**config.mk**
```make
export PLATFORM = sky130hd
export DESIGN_NAME = sd_receiver_top
export DESIGN_NICKNAME = d
export VERILOG_FILES = /design/src/sd_rx_pkg.sv /design/src/sd_bit_counter.sv /design/src/sd_shift_capture.sv /design/src/sd_crc16.sv /design/src/sd_rx_fsm.sv /design/src/sd_receiver_top.sv
export SDC_FILE = /design/constraint.sdc
export NUM_CORES = 1
export LEC_CHECK = 0
export ABC_AREA = 1
export BUFFER_PORTS_ARGS = -buffer_cell sky130_fd_sc_hd__buf_4
export CAP_MARGIN = 10
export CORE_ASPECT_RATIO = 0.75
export CORE_UTILIZATION = 37
export DETAILED_ROUTE_END_ITERATION = 8
export GPL_ROUTABILITY_DRIVEN = 0
export PLACE_DENSITY_LB_ADDON = 0.3
export REMOVE_ABC_BUFFERS = 1
export SLEW_MARGIN = 20
export SYNTH_ARGS = -nofsm -noshare
export SYNTH_HDL_FRONTEND = slang
export SYNTH_SLANG_ARGS = --single-unit
export TNS_END_PERCENT = 20
```
**constraint.sdc**
```tcl
create_clock -name clock -period 8.1 [get_ports clock]
set_clock_uncertainty 0.05 [all_clocks]
set_input_delay 0.405 -clock clock [delete_from_list [all_inputs] [get_ports clock]]
set_output_delay 0.405 -clock clock [all_outputs]
set_load 0.01 [all_outputs]
```
**src/sd_rx_pkg.sv**
```systemverilog
package sd_rx_pkg;

  // Block geometry, kept small for simulation
  localparam int unsigned sd_block_bytes = 16;
  localparam int unsigned sd_data_bits = sd_block_bytes * 8;
  localparam int unsigned sd_crc_bits = 16;
  localparam int unsigned sd_count_bits = 8;

  // Frame lengths minus one, start bit included
  localparam logic [sd_count_bits-1:0] sd_len_r1 = 8'd7;
  localparam logic [sd_count_bits-1:0] sd_len_r2 = 8'd15;
  localparam logic [sd_count_bits-1:0] sd_len_r3 = 8'd39;
  localparam logic [sd_count_bits-1:0] sd_len_token = 8'd7;
  localparam logic [sd_count_bits-1:0] sd_len_block =
    sd_count_bits'(sd_data_bits + sd_crc_bits - 1);

  // Response kinds requested by the controller
  typedef enum logic [2:0] {
    resp_r1    = 3'b000,
    resp_r3_r7 = 3'b001,
    resp_token = 3'b010,
    resp_block = 3'b011,
    resp_r2    = 3'b100
  } sd_resp_t;

  // Receiver FSM states
  typedef enum logic [1:0] {
    st_idle       = 2'b00,
    st_wait_start = 2'b01,
    st_receive    = 2'b10,
    st_wait_busy  = 2'b11
  } sd_state_t;

  // Per-clock control from the FSM to the datapath
  typedef struct packed {
    logic start;  // new frame, start bit on miso now
    logic shift;  // sample miso this clock
  } sd_rx_ctrl_t;

endpackage

```
**src/sd_bit_counter.sv**
```systemverilog
module sd_bit_counter import sd_rx_pkg::*; (
  input  logic                     clock,
  input  logic                     reset,
  input  sd_rx_ctrl_t              ctrl,
  input  sd_resp_t                 response_type,
  output logic [sd_count_bits-1:0] bits_left
);

  logic [sd_count_bits-1:0] frame_len;

  // Bits still to come after the start bit
  always_comb begin
    case (response_type)
      resp_r1:    frame_len = sd_len_r1;
      resp_r3_r7: frame_len = sd_len_r3;
      resp_token: frame_len = sd_len_token;
      resp_block: frame_len = sd_len_block;
      default:    frame_len = sd_len_r2;
    endcase
  end

  always_ff @(posedge clock or posedge reset) begin
    if (reset) begin
      bits_left <= '0;
    end else if (ctrl.start) begin
      bits_left <= frame_len;
    end else if (ctrl.shift) begin
      bits_left <= bits_left - 1'b1;
    end
  end

  // FSM must stop shifting once the frame is exhausted
  a_no_underflow : assert property (
    @(posedge clock) disable iff (reset)
    (ctrl.shift && !ctrl.start) |-> (bits_left != '0)
  );

endmodule

```
**src/sd_shift_capture.sv**
```systemverilog
module sd_shift_capture import sd_rx_pkg::*; (
  input  logic                     clock,
  input  logic                     reset,
  input  sd_rx_ctrl_t              ctrl,
  input  sd_resp_t                 response_type,
  input  logic [sd_count_bits-1:0] bits_left,
  input  logic                     miso,
  output logic [sd_data_bits-1:0]  received_data
);

  logic in_crc;
  logic capture_en;

  // The counter still holds the bit being sampled, so the
  // trailing CRC bits arrive while bits_left is 16 down to 1
  assign in_crc = (response_type == resp_block) &&
                  (bits_left <= sd_count_bits'(sd_crc_bits));

  assign capture_en = ctrl.shift && !in_crc;

  always_ff @(posedge clock or posedge reset) begin
    if (reset) begin
      received_data <= '0;
    end else if (ctrl.start) begin
      // Fresh frame, start bit lands in bit 0
      received_data <= {{(sd_data_bits-1){1'b0}}, miso};
    end else if (capture_en) begin
      received_data <= {received_data[sd_data_bits-2:0], miso};
    end
  end

endmodule

```
**src/sd_crc16.sv**
```systemverilog
module sd_crc16 import sd_rx_pkg::*; (
  input  logic        clock,
  input  logic        reset,
  input  sd_rx_ctrl_t ctrl,
  input  logic        miso,
  output logic        crc_zero
);

  logic [sd_crc_bits-1:0] crc;

  // One step of the CCITT LFSR, x^16 + x^12 + x^5 + 1
  function automatic logic [sd_crc_bits-1:0] crc_step(
    input logic [sd_crc_bits-1:0] cur,
    input logic                   din
  );
    logic feedback;
    feedback = cur[sd_crc_bits-1] ^ din;
    crc_step = {cur[sd_crc_bits-2:0], 1'b0};
    if (feedback) begin
      crc_step = crc_step ^ 16'h1021;
    end
  endfunction

  always_ff @(posedge clock or posedge reset) begin
    if (reset) begin
      crc <= '0;
    end else if (ctrl.start) begin
      // Restart from zero and take the start bit in
      crc <= crc_step('0, miso);
    end else if (ctrl.shift) begin
      crc <= crc_step(crc, miso);
    end
  end

  // Payload followed by its own CRC leaves no remainder
  assign crc_zero = (crc == '0);

endmodule

```
**src/sd_rx_fsm.sv**
```systemverilog
module sd_rx_fsm import sd_rx_pkg::*; (
  input  logic                     clock,
  input  logic                     reset,
  input  logic                     valid,
  input  logic                     miso,
  input  sd_resp_t                 response_type,
  input  logic [sd_count_bits-1:0] bits_left,
  input  logic                     crc_zero,
  output sd_rx_ctrl_t              ctrl,
  output logic                     ready,
  output logic                     crc_error
);

  sd_state_t state;
  sd_state_t state_next;
  logic      frame_done;

  // Last bit was taken on the previous edge
  assign frame_done = (state == st_receive) && (bits_left == '0);

  always_ff @(posedge clock or posedge reset) begin
    if (reset) begin
      state <= st_idle;
    end else begin
      state <= state_next;
    end
  end

  always_comb begin
    state_next = state;
    ctrl       = '0;
    case (state)
      st_idle: begin
        if (valid) begin
          if (!miso) begin
            ctrl.start = 1'b1;
            ctrl.shift = 1'b1;
            state_next = st_receive;
          end else begin
            state_next = st_wait_start;
          end
        end
      end
      st_wait_start: begin
        // Card idles high until it has the answer
        if (!miso) begin
          ctrl.start = 1'b1;
          ctrl.shift = 1'b1;
          state_next = st_receive;
        end
      end
      st_receive: begin
        if (bits_left == '0) begin
          if (response_type == resp_token) begin
            state_next = st_wait_busy;
          end else begin
            state_next = st_idle;
          end
        end else begin
          ctrl.shift = 1'b1;
        end
      end
      st_wait_busy: begin
        // Card holds miso low while programming
        if (miso) begin
          state_next = st_idle;
        end
      end
      default: begin
        state_next = st_idle;
      end
    endcase
  end

  assign ready = (state == st_idle);

  always_ff @(posedge clock or posedge reset) begin
    if (reset) begin
      crc_error <= 1'b0;
    end else if (ctrl.start) begin
      crc_error <= 1'b0;
    end else if (frame_done) begin
      crc_error <= (response_type == resp_block) && !crc_zero;
    end
  end

  // Controller holds the response kind until the frame is over
  a_type_stable : assert property (
    @(posedge clock) disable iff (reset)
    (state != st_idle) |-> $stable(response_type)
  );

endmodule

```
**src/sd_receiver_top.sv**
```systemverilog
module sd_receiver_top import sd_rx_pkg::*; (
  input  logic                    clock,
  input  logic                    reset,
  input  sd_resp_t                response_type,
  input  logic                    valid,
  input  logic                    miso,
  output logic                    ready,
  output logic [sd_data_bits-1:0] received_data,
  output logic                    crc_error
);

  sd_rx_ctrl_t              ctrl;
  logic [sd_count_bits-1:0] bits_left;
  logic                     crc_zero;

  sd_rx_fsm sd_rx_fsm_inst (
    .clock         (clock),
    .reset         (reset),
    .valid         (valid),
    .miso          (miso),
    .response_type (response_type),
    .bits_left     (bits_left),
    .crc_zero      (crc_zero),
    .ctrl          (ctrl),
    .ready         (ready),
    .crc_error     (crc_error)
  );

  // Frame length tracking
  sd_bit_counter sd_bit_counter_inst (
    .clock         (clock),
    .reset         (reset),
    .ctrl          (ctrl),
    .response_type (response_type),
    .bits_left     (bits_left)
  );

  sd_shift_capture sd_shift_capture_inst (
    .clock         (clock),
    .reset         (reset),
    .ctrl          (ctrl),
    .response_type (response_type),
    .bits_left     (bits_left),
    .miso          (miso),
    .received_data (received_data)
  );

  // CRC runs over every bit, CRC field included
  sd_crc16 sd_crc16_inst (
    .clock    (clock),
    .reset    (reset),
    .ctrl     (ctrl),
    .miso     (miso),
    .crc_zero (crc_zero)
  );

endmodule

```
* After elaboration in Yosys (flattened, before gate mapping)
Index checks and enable logic that the tools add are counted. Widths: inputs -> output; s select.
Operators by class: add/sub/neg operators 1, shift operators 0, multipliers 0, bitwise operators 2, $lt $le $gt $ge 1, div/mod/pow operators 0, reduce and logical (&&, ||, !) cells 15, equality and inequality tests 10, mux-type cells 23
Operators by type and width (count):
- $mux 128 | 2
- $mux 16 | 2
- $mux 13 | 2
- $pmux 8 s3 | 1
- $logic_not 16->1 | 1
- $mux 2 | 8
- $mux 8 | 2
- $le 8x5->1 const B | 1
- $logic_not 8->1 | 1
- $ne 2x2->1 const B | 4
- $pmux 2 s4 | 1
- $sub 8x1->8 const B | 1
- $eq 3x2->1 const B | 2
- $reduce_bool 2->1 | 3
- $eq 2x2->1 const B | 2
- $logic_and 1x1->1 | 4
- $reduce_and 4->1 | 1
- $eq 3x1->1 const B | 1
- $logic_not 3->1 | 1
- $mux 1 | 3
- $not 3->3 | 1
- $pmux 1 s3 | 1
- $eq 2x1->1 const B | 1
- $logic_not 1->1 | 2
- 4 further kinds | 4
Storage, ports and cells: word-level logic and storage cells 57, bits in registers 155, memories 0, RAM bits 0, ROM bits 0, input port bits 7, bits in latches 0

* Logic depth before layout (Yosys ltp)
Gate-level depths: netlist of run 1.
word-level depth 6, gate-level depth with buffers 10, mapped depth without buffers 8

* Cells and area by module
From an unflattened synthesis of run 1, not the netlist that was laid out.
Unflattened totals: cell total of the unflattened synthesis 931, area total of the unflattened synthesis 7233.2 sq um
Modules (own cells, without submodules):
- sd_shift_capture | sequential area each 3203.1 sq um, area an instance 5739.3 sq um, cells each 733, times used 1
- sd_crc16 | sequential area each 400.4 sq um, area an instance 733.2 sq um, cells each 83, times used 1
- sd_bit_counter | sequential area each 200.2 sq um, area an instance 488.0 sq um, cells each 68, times used 1
- sd_rx_fsm | sequential area each 75.1 sq um, area an instance 272.8 sq um, cells each 47, times used 1

* Least setup slack after synthesis of run 1
OpenSTA, ideal clock, no wires.
path kind reg2reg, start reg sd_bit_counter_inst.bits_left[0], end reg sd_shift_capture_inst.received_data[117], period minus slack after synthesis 1708 ps, cell stages (with the launch flop) 11, path slack 6392 ps, path buffers 3, data required time 7933 ps, library setup time 117 ps, arrival time 1541 ps, cell sequence dfrtp_1 -> inv_1 -> ha_1 -> nand3_2 -> nand2_1 -> nand4_2 -> buf_4 -> buf_6 -> buf_2 -> nand3_1 -> nand2_1
Between the ends: word-level cells in the longest chain between the ends 5, elaborated cells on any way between the ends 8
Ends and longest elaborated chain:
- from (decl) | RTL line sd_bit_counter.sv:6 | output logic [sd_count_bits-1:0] bits_left
- from (signal assigned) | RTL line sd_bit_counter.sv:26 | bits_left <= frame_len;
- from (signal assigned) | RTL line sd_bit_counter.sv:28 | bits_left <= bits_left - 1'b1;
- $le 8x5->1 or $logic_not 8->1 (tied branches) | RTL line sd_shift_capture.sv:17, sd_rx_fsm.sv:53
- $logic_and 1x1->1 or $mux 1 (tied branches) | RTL line sd_shift_capture.sv:16, sd_rx_fsm.sv:53
- $logic_not 1->1 or $pmux 1 s3 (tied branches) | RTL line sd_shift_capture.sv:19, sd_rx_fsm.sv:32
- $logic_and 1x1->1 (*) | RTL line sd_shift_capture.sv:19 | assign capture_en = ctrl.shift && !in_crc;
- $reduce_bool 2->1 (no source line) (*)
- to (signal assigned) | RTL line sd_shift_capture.sv:26 | received_data <= {{(sd_data_bits-1){1'b0}}, miso};
- to (signal assigned) | RTL line sd_shift_capture.sv:28 | received_data <= {received_data[sd_data_bits-2:0], miso};
- to (decl) | RTL line sd_shift_capture.sv:8 | output logic [sd_data_bits-1:0] received_data
Every way passes the cells marked *; elsewhere a longest branch is shown, timed or not. A chain may end at the register's enable or synchronous reset.

* Worst setup path in the final report of run 1
start reg sd_bit_counter_inst.bits_left[0], end reg sd_shift_capture_inst.received_data[76]
Same word-level chain as after synthesis.

==> out/metrics.yaml, run 1 <==
sta:
  fin_crit_sh: 0.468
  slew_headroom: 0.294
  slew_violations: 0
  clock.fmax_ghz: 0.264
  rsz0062_at_grt: "false"
  setup_viol: 0
  period_needed_ns: 3.79
  hold_slack_ns: 0.0797
  tightest_slew_ns: 1.06
  setup-tns-final_ns: 0
  hold_viol_final: 0
worst_setup_path:
  cp_cell_sequence: "inv_1 -> ha_1 -> nand3_2 -> o21ai_2 -> nand2_4 -> nand2_4 -> buf_4 -> nand2_1 -> nand2_1"
  critPathMaxStageDelay_ns: 0.74
  regToRegSetupSlack_ns: 4.31
  endpoint_kind: "flip-flop"
  crit_path_max_fanout: 76
  r2r-start: "sd_bit_counter_inst.bits_left[0]"
  cpLargestDelayFamily: "simple AND/OR/NAND/NOR gates"
  crit_type: "flip-flop to flip-flop"
  worstPathArrival_ns: 4.08
  r2r.worst_path.cells: 9
  critical_path.endpoint: "sd_shift_capture_inst.received_data[76]"
  path_buf_inv: 2
  path_depth: 9
  critPathRequiredTime_ns: 8.40
  start_kind: "flip-flop"
  r2r-end: "sd_shift_capture_inst.received_data[76]"
  critPathSlowestCell: "buf_4"
  setup.worst_path.start: "sd_bit_counter_inst.bits_left[0]"
power:
  clockPowerShare: 0.349
  power.switching_mw: 0.893
  p_per_area_mw_per_mm2: 266
  cell_internal_pwr_mw: 1.56
  leakage_nw: 4.95
  seq_power_share: 0.364
  peakVddDrop_mv: 0.134
  pwr-share-comb: 0.287
  p_total_mw: 2.45
  switching_share: 0.364
final_layout:
  syn_to_final_growth_pct: 23.2
  fillers: 1978
  regArea_sq_mm: 0.00388
  final_area_sq_mm: 0.00922
  multi_input_area_sq_mm: 0.00270
  antenna_cells: 0
  fin_nets: 1115
  drive_gt1_frac: 0.163
placed_design:
  dp_hpwl_microns: 10800
  placed_area_sq_mm: 0.00857
  io_buffers: 136
clock_network:
  cts_hold_buffers: 0
  clock_sinks: 155
  cts_buffer_depth: 2
  cts_root_buffer: "clkbuf_16"
  cts_resized: 0
  tritoncts: "yes"
  clkLatencyLatePin_ns: 0.42
  cts_inserted_buffers: 17
  h-tree-depth: 4
  postCtsSetupRepairBufs: 0
  path_clk_slew_ns: 0.06
drt:
  routed-wl-met3_microns: 1230
  dr.pass1.iters: 6
  drc: 11
  wl_met1_microns: 9010
  top_layer_used: "met4"
  via_count: 6355
  viasPerCell: 4.64
  drt-total-wl_microns: 18200
  met2_length_microns: 7740
  wl_per_cell_microns: 13.3
  antenna_left: 0
  drtIter0Drc: 613
hold_path:
  worstHoldPathType: "primary input to asynchronous set/reset pin"
floorplan:
  ios: 137
  initial_core_util: 0.382
  die_x_microns: 166
  dieArea_sq_mm: 0.0208
  rows: 44
  core_sq_mm: 0.0196
  die_h_microns: 125
global_routing:
  antenna_found_initial: 0
  grt_pass1_vias: 5700
  grtUsageTotal: 0.178
  overflow: 0
  grt_max_degree: 104
  grt_pass1_wl_microns: 29900
synthesis:
  synth_top_area_frac: 0.518
  synth_edf_count: 0
  synth_area_leaders: "dfrtp_1 (52%), nand2_1 (14%), nand3_1 (9.8%), inv_1 (7.9%), nor2_1 (7.3%)"
  synth_largest_area_cell: "dfrtp_1"
  yosys_most_used_dff: "dfrtp_1"
  synth_warnings: 0
  synthArstFlopShare: 1.00
  synth.avg_cell_area_sq_um: 7.44
  yosysSeqAreaShare: 0.518
  syn_area_sq_mm: 0.00749
  synthCells: 1006
  ys_types: 26
  synth_seq_cells: 155
status:
  failed_checks: "design-rule violations"
  outcome: "finished with violations"
job:
  drv_cap: 0
## worst min-delay path by stage
| stage | end | startpoint | cells past startpoint |
|---|---|---|---|
| floorplan | sd_crc16_inst.crc[2] | sd_crc16_inst.crc[1] | 2 |
| global placement | sd_crc16_inst.crc[2] | sd_crc16_inst.crc[1] | 2 |
| detailed placement | sd_crc16_inst.crc[1] | sd_crc16_inst.crc[0] | 2 |
| CTS | sd_shift_capture_inst.received_data[78] | reset | 2 |
| global route | sd_shift_capture_inst.received_data[0] | reset | 2 |
| finish | sd_shift_capture_inst.received_data[1] | reset | 2 |
## sequential cells by signal, summed over array words and instances (netlist names)
name                                 flops
sd_rx_fsm_inst.state                     2
sd_bit_counter_inst.bits_left            8
sd_rx_fsm_inst.crc_error                 1
sd_crc16_inst.crc                       16
sd_shift_capture_inst.received_data    128
## cell families (layout without fill, tap and decap cells)
kind of cell,after synthesis,after routing,share of synthesized area
adders and majority gates,1,1,0.00167
DFF,155,155,0.518
buffers and inverters,222,334,0.124
xor gates and xnor gates,4,4,0.00468
AOI/OAI and AO/OA,32,32,0.0237
and+or+nand+nor,592,592,0.328
## placed cells by master, fill, tap and decap left out, types with 2 or more instances in the layout
master and n:
inv_1 157, clkbuf_1 2, xor2_1 4, clkinv_2 2
and2_1 2, buf_4 141, dfrtp_1 155, o21ai_0 20
bufinv_16 4, clkbuf_16 17, clkbuf_8 4, nand4_1 4
nand3_1 147, nor2_1 145, o22ai_1 9, inv_2 3
nand2_1 288, nand2_4 2
## per-layer routing
metal / vias up / global-route usage
met3: 13 / 0.0503
met1: 2923 / 0.258
met4: 0 / 0.0512
li1: 3244 / -
met2: 175 / 0.259
met5: - / 0
## synthesized netlist by cell type (2+ instances only)
cell type,number
buf_2,23
o21ai_0,20
and2_1,2
inv_2,3
nand2_1,288
nand3_1,147
o22ai_1,9
clkbuf_1,23
nand4_1,4
xor2_1,4
dfrtp_1,155
nor2_1,145
buf_4,12
inv_1,158
buf_6,2
## metrics by stage
stage / cells / setup slack (ns) / util
floorplan: 945 / 3.00 / -
global placement: 1340 / 4.33 / 0.437
detailed placement: 1340 / 4.35 / 0.437
CTS: 1370 / 4.31 / 0.469
global route: 1371 / 4.01 / 0.471
finish: 1371 / 4.31 / 0.471
## power groups by stage
stage	registers (mW)	logic, mW	clock network [mW]
after floorplan	0.904	0.463	0
after global placement	0.906	0.700	0
after detailed placement	0.906	0.703	0
after CTS	0.894	0.708	0.873
after global routing	0.903	0.786	0.909
final	0.894	0.704	0.856
## layout make-up
class,instances,share of cell area
Clock buffer,23,0.0529
Clock inverter,7,0.0149
Inverter,161,0.0661
Multi-Input combinational cell,629,0.292
Sequential cell,155,0.421
Tap cell,253,0.0343
Timing Repair Buffer,143,0.119
(Power assumes the default switching activity.)
==> run 2, diff against run 1 <==
==> constraint.sdc (replaced) <==
create_clock -name clock -period 3.45 [get_ports clock]
set_clock_uncertainty 0.05 [all_clocks]
set_input_delay 0.1725 -clock clock [delete_from_list [all_inputs] [get_ports clock]]
set_output_delay 0.1725 -clock clock [all_outputs]
set_load 0.01 [all_outputs]
==> run 2 against run 1 <==
- the run still ends with design-rule violations left
- utilization shrank 0.17 points
- critical path type unchanged
- combinational power grew 150%
- first-iteration DRC count shrank 3.3%
- sequential share of layout area grew 0.15 points
- total power grew 130%
- clock-buffer cell count grew 2
- critical path depth is the same
- largest power group unchanged
- non-clock buffer count grew 5
==> out/metrics.yaml, run 2 (synthesized netlist as in run 1, its figures left out) <==
sta:
  hold_viol_final: 0  # unchanged
  clock.fmax_ghz: 0.372  # +41%
  setup_viol: 0  # unchanged
  slew_headroom: 0.404  # +0.111
  tightest_slew_ns: 0.893  # -0.166 ns
  period_needed_ns: 2.69  # -1.10 ns
  rsz0062_at_grt: "false"
  slew_violations: 0  # unchanged
  hold_slack_ns: 0.0510  # -0.0287 ns
  fin_crit_sh: 0.779  # +0.312
clock_network:
  cts_inserted_buffers: 17  # unchanged
  clkLatencyLatePin_ns: 0.42  # about the same
  clock_sinks: 155  # unchanged
  h-tree-depth: 4  # unchanged
  cts_root_buffer: "clkbuf_16"
  postCtsSetupRepairBufs: 0  # unchanged
  path_clk_slew_ns: 0.06  # about the same
  tritoncts: "yes"
  cts_buffer_depth: 2  # unchanged
power:
  leakage_nw: 4.94  # -0.28%
  peakVddDrop_mv: 0.545  # +310%
  p_per_area_mw_per_mm2: 605  # +130%
worst_setup_path:
  worstPathArrival_ns: 2.99  # -1.09 ns
  crit_path_max_fanout: 84  # +11%
  endpoint_kind: "flip-flop"
  critPathRequiredTime_ns: 3.76  # -4.64 ns
  regToRegSetupSlack_ns: 0.76  # -3.55 ns
  crit_type: "flip-flop to flip-flop"
  critPathSlowestCell: "buf_4"
  cp_cell_sequence: "inv_1 -> ha_1 -> nand3_2 -> nand2_1 -> nand4_4 -> buf_4 -> buf_4 -> nand3_1 -> nand2_1"
  critPathMaxStageDelay_ns: 0.77  # +0.03 ns
  start_kind: "flip-flop"
final_layout:
  antenna_cells: 0  # unchanged
  fin_nets: 1120  # +0.45%
  largest_register_ffs: 128  # unchanged
  fillers: 1973  # -0.25%
  top_regs: "sd_shift_capture_inst.received_data (128), sd_crc16_inst.crc (16), sd_bit_counter_inst.bits_left (8)"
  regMostFlops: "sd_shift_capture_inst.received_data"
  layout_common_cells: "nand2_1 (288), inv_1 (157), dfrtp_1 (155)"
  drive_gt1_frac: 0.161  # -0.00133
  final_area_sq_mm: 0.00919  # -0.37%
  final_common_cell: "nand2_1"
  syn_to_final_growth_pct: 22.7
drt:
  via_count: 6344  # -0.17%
  antenna_left: 0  # unchanged
  drc: 11  # unchanged
  drt-total-wl_microns: 18200  # +0.19%
  drtIter0Drc: 593  # -3.3%
  dr.pass1.iters: 7  # +1
  viasPerCell: 4.62  # -0.39%
  wl_per_cell_microns: 13.3  # about the same
global_routing:
  grt_max_degree: 161  # +55%
  antenna_found_initial: 0  # unchanged
  grt_pass1_wl_microns: 30500  # +1.9%
  overflow: 0  # unchanged
  grt_pass1_vias: 5882  # +3.2%
  grtUsageTotal: 0.181  # +0.00269
placed_design:
  placed_area_sq_mm: 0.00865  # +1.0%
  io_buffers: 136  # unchanged
  dp_hpwl_microns: 10900  # +1.2%
status:
  failed_checks: "design-rule violations"
  outcome: "finished with violations"
floorplan:
  die_h_microns: 125  # unchanged
  initial_core_util: 0.382  # unchanged
  dieArea_sq_mm: 0.0208  # unchanged
  die_x_microns: 166  # unchanged
  core_sq_mm: 0.0196  # unchanged
  rows: 44  # unchanged
  ios: 137  # unchanged
hold_path:
  worstHoldPathType: "primary input to flip-flop"
job:
  drv_cap: 0  # unchanged
-- run 2: changes by cell type in the layout (fill, tap and decap cells not counted) --
cell           previous run  this run
buf_6                     1         0
buf_4                   141       143
buf_16                    1         0
bufinv_16                 4         1
clkbuf_8                  4         3
buf_12                    0         4
clkbuf_1                  2         5
clkinvlp_4                1         0
dlygate4sd3_1             0         1
-- run 2: critical path, delay by kind of cell, from the launching register on --
kind	cells	cell delay, ns
adder cells (fa/ha/maj)	1	0.24
AND/OR/NAND/NOR	5	0.61
flip-flops	1	0.34
buffers and inverters	3	1.27
-- run 2: worst paths after layout --
| check | startpoint | endpoint | cells after the start |
|---|---|---|---|
| setup / recovery | sd_bit_counter_inst.bits_left[0] | sd_shift_capture_inst.received_data[66] | 9 |
| hold / removal | miso | sd_shift_capture_inst.received_data[0] | 3 |
| setup reg to reg | sd_bit_counter_inst.bits_left[0] | sd_shift_capture_inst.received_data[66] | 9 |
| hold reg to reg | sd_crc16_inst.crc[1] | sd_crc16_inst.crc[2] | 2 |
| max in group asynchronous | reset | sd_shift_capture_inst.received_data[26] | 4 |
| min in group asynchronous | reset | sd_shift_capture_inst.received_data[0] | 3 |
-- run 2: what timing repair did --
| action | CTS | global route |
|---|---|---|
| resized for setup | 0 | 0 |
| hold endpoints to repair | 65 | 0 |
| hold buffers | 1 | 0 |
-- run 2: layer usage --
layer	track usage	part of all wire	vias up
li1	-	-	3257
met1	0.262	0.49	2899
met2	0.267	0.43	175
met3	0.0469	0.074	13
met4	0.0490	0.0090	0
met5	0	0	-
-- run 2: area by class of cell --
class | instances | area [sq um] | share of cell area
clock buffer | 25 | 485 | 0.0528
clock inverter | 3 | 40.0 | 0.00436
inverter | 161 | 609 | 0.0663
multi-input combinational | 629 | 2700 | 0.293
sequential | 155 | 3880 | 0.422
tap | 253 | 317 | 0.0344
timing repair buffer | 148 | 1160 | 0.127
-- run 2: metrics by stage --
stage               TNS, ns  worst slack (ns)  instances   util  total power [mW]
floorplan           -351.03             -1.65        945      -              3.21
global placement          0             0.851       1345  0.442              3.86
detailed placement        0             0.806       1345  0.442              3.86
CTS                       0             0.794       1374  0.469              5.61
global route              0             0.514       1374  0.469              5.90
finish                    0             0.761       1374  0.469              5.56
-- run 2: report_power, final --
group | switching (mW) | internal [mW] | total (mW)
clock | 0.695 | 1.03 | 1.73
sequential | 0.105 | 1.99 | 2.09
combinational | 1.28 | 0.464 | 1.74
total | 2.08 | 3.48 | 5.56
==> run 3, diff against run 2 <==
==> constraint.sdc (replaced) <==
create_clock -name clock -period 2.47 [get_ports clock]
set_clock_uncertainty 0.05 [all_clocks]
set_input_delay 0.1235 -clock clock [delete_from_list [all_inputs] [get_ports clock]]
set_output_delay 0.1235 -clock clock [all_outputs]
set_load 0.01 [all_outputs]
==> run 3 against run 2 <==
- the run still ends with design-rule violations left
- critical path type unchanged
- die area did not move
- non-clock buffer count rose by 3
- combinational power grew 41%
- sequential power increased by 40%
- critical endpoint is now sd_shift_capture_inst.received_data[70]
- worst hold slack worse by 0.015 ns
- via count fell by 0.20%
- first-iteration DRC count is 6.7% lower
- clock-buffer cell count is 3 lower
==> out/metrics.yaml, run 3 (synthesized netlist as in run 1, its figures left out) <==
job:
  drv_cap: 0  # unchanged
floorplan:
  die_x_microns: 166  # unchanged
  core_sq_mm: 0.0196  # unchanged
  initial_core_util: 0.382  # unchanged
  dieArea_sq_mm: 0.0208  # unchanged
  rows: 44  # unchanged
  ios: 137  # unchanged
  die_h_microns: 125  # unchanged
drt:
  drt-total-wl_microns: 18100  # -0.55%
  drtIter0Drc: 553  # -6.7%
  viasPerCell: 4.59  # -0.49%
  via_count: 6331  # -0.20%
  drc: 11  # unchanged
  dr.pass1.iters: 7  # unchanged
  antenna_left: 0  # unchanged
  wl_per_cell_microns: 13.1  # -0.84%
global_routing:
  gr-usage-met1: 0.248  # -0.0145
  gr-usage-met2: 0.268  # +0.00124
  grt_max_degree: 134  # -17%
  antenna_found_initial: 0  # unchanged
  overflow: 0  # unchanged
  use_met3: 0.0538  # +0.00696
  grtUsageTotal: 0.177  # -0.00408
  grt_pass1_wl_microns: 29900  # -1.9%
  top_usage_layer: "met2"
  grt_pass1_vias: 5942  # +1.0%
power:
  power.switching_mw: 2.96  # +43%
  cell_internal_pwr_mw: 4.97  # +43%
  p_total_mw: 7.93  # +43%
  pwr-share-comb: 0.309  # -0.004
  seq_power_share: 0.368  # -0.008
  leakage_nw: 4.96  # +0.52%
  clockPowerShare: 0.323  # +0.012
  switching_share: 0.373  # about the same
  peakVddDrop_mv: 0.446  # -18%
  p_per_area_mw_per_mm2: 857  # +42%
placed_design:
  io_buffers: 136  # unchanged
  dpl.cell_count: 1347  # +0.15%
  placed_area_sq_mm: 0.00867  # +0.17%
  dp_hpwl_microns: 11100  # +1.4%
sta:
  fin_crit_sh: 0.901  # +0.122
  tightest_slew_ns: 0.966  # +0.0728 ns
  slew_headroom: 0.356  # -0.0485
  hold_slack_ns: 0.0361  # -0.0149 ns
  setup-tns-final_ns: 0  # unchanged
  setup_viol: 0  # unchanged
  clock.fmax_ghz: 0.449  # +21%
  hold_viol_final: 0  # unchanged
  rsz0062_at_grt: "false"
  period_needed_ns: 2.23  # -0.463 ns
  slew_violations: 0  # unchanged
final_layout:
  largest_register_ffs: 128  # unchanged
  final_common_cell: "nand2_1"
  fin_cells: 1378  # +0.29%
  layout_common_cells: "nand2_1 (288), inv_1 (157), dfrtp_1 (155)"
  syn_to_final_growth_pct: 23.6
  regMostFlops: "sd_shift_capture_inst.received_data"
  drive_gt1_frac: 0.166  # +0.00476
  fin_nets: 1123  # +0.27%
  final_area_sq_mm: 0.00926  # +0.72%
  top_regs: "sd_shift_capture_inst.received_data (128), sd_crc16_inst.crc (16), sd_bit_counter_inst.bits_left (8)"
  fillers: 1987  # +0.71%
  regArea_sq_mm: 0.00388  # unchanged
  antenna_cells: 0  # unchanged
  multi_input_area_sq_mm: 0.00270  # unchanged
clock_network:
  tritoncts: "yes"
  cts_buffer_depth: 2  # unchanged
  postCtsSetupRepairBufs: 0  # unchanged
  cts_root_buffer: "clkbuf_16"
  h-tree-depth: 4  # unchanged
  cts_inserted_buffers: 17  # unchanged
  clock_sinks: 155  # unchanged
  path_clk_slew_ns: 0.06  # about the same
  clkLatencyLatePin_ns: 0.41  # about the same
  cts_resized: 0  # unchanged
worst_setup_path:
  crit_type: "flip-flop to flip-flop"
  endpoint_kind: "flip-flop"
  critPathRequiredTime_ns: 2.77  # -0.99 ns
  start_kind: "flip-flop"
  crit_path_max_fanout: 86  # +2.4%
  worstPathArrival_ns: 2.52  # -0.47 ns
  r2r.worst_path.cells: 8  # -1
hold_path:
  hold_depth: 5  # +2
  worstHoldPathType: "primary input to flip-flop"
status:
  outcome: "finished with violations"
  failed_checks: "design-rule violations"
==> run 3: critical path, cell delays in order (launching register included) <==
cell     delay [ns]
dfrtp_1        0.34
inv_1          0.09
ha_1           0.24
nand3_2        0.13
nand2_1        0.11
nand4_4        0.10
buf_4          0.69
nand3_1        0.17
nand2_1        0.12
==> run 3: power groups by stage <==
| stage | registers [mW] | clock network, mW | logic [mW] |
|---|---|---|---|
| global placement | 2.96 | 0 | 2.44 |
| CTS | 2.92 | 2.61 | 2.45 |
| finish | 2.92 | 2.56 | 2.45 |
| floorplan | 2.96 | 0 | 1.52 |
| global route | 2.95 | 2.71 | 2.71 |
| detailed placement | 2.96 | 0 | 2.45 |
==> run 3: final timing paths <==
| check | end | slack [ns] | start |
|---|---|---|---|
| max in group asynchronous | sd_shift_capture_inst.received_data[31] | 1.27 | reset |
| max | sd_shift_capture_inst.received_data[70] | 0.24 | sd_bit_counter_inst.bits_left[0] |
| max reg2reg | sd_shift_capture_inst.received_data[70] | 0.24 | sd_bit_counter_inst.bits_left[0] |
| min reg2reg | sd_crc16_inst.crc[15] | 0.47 | sd_crc16_inst.crc[14] |
| min | sd_bit_counter_inst.bits_left[3] | 0.04 | response_type[2] |
| min in group asynchronous | sd_shift_capture_inst.received_data[79] | 0.26 | reset |
==> run 3: per-layer routing <==
layer	up-vias	part of all wire
met3	11	0.065
met4	0	0.0062
met5	-	0
met1	2929	0.50
li1	3253	-
met2	138	0.43
==> run 3: layout make-up <==
type | instances | area share
Sequential cell | 155 | 0.419
Multi-Input combinational cell | 629 | 0.291
Timing Repair Buffer | 151 | 0.128
Inverter | 161 | 0.0658
Clock buffer | 22 | 0.0512
Tap cell | 253 | 0.0342
Clock inverter | 7 | 0.0100
==> run 3: metrics by stage <==
stage,setup slack [ns],util
finish,0.245,0.472
global route,0.0982,0.472
CTS,0.298,0.472
detailed placement,0.324,0.442
global placement,0.350,0.442
floorplan,-2.63,-
==> run 3: timing repair <==
item | CTS | global route
hold buffers | 2 | 0
endpoints found under the hold margin | 49 | 0
endpoints found under the setup margin | 0 | 0
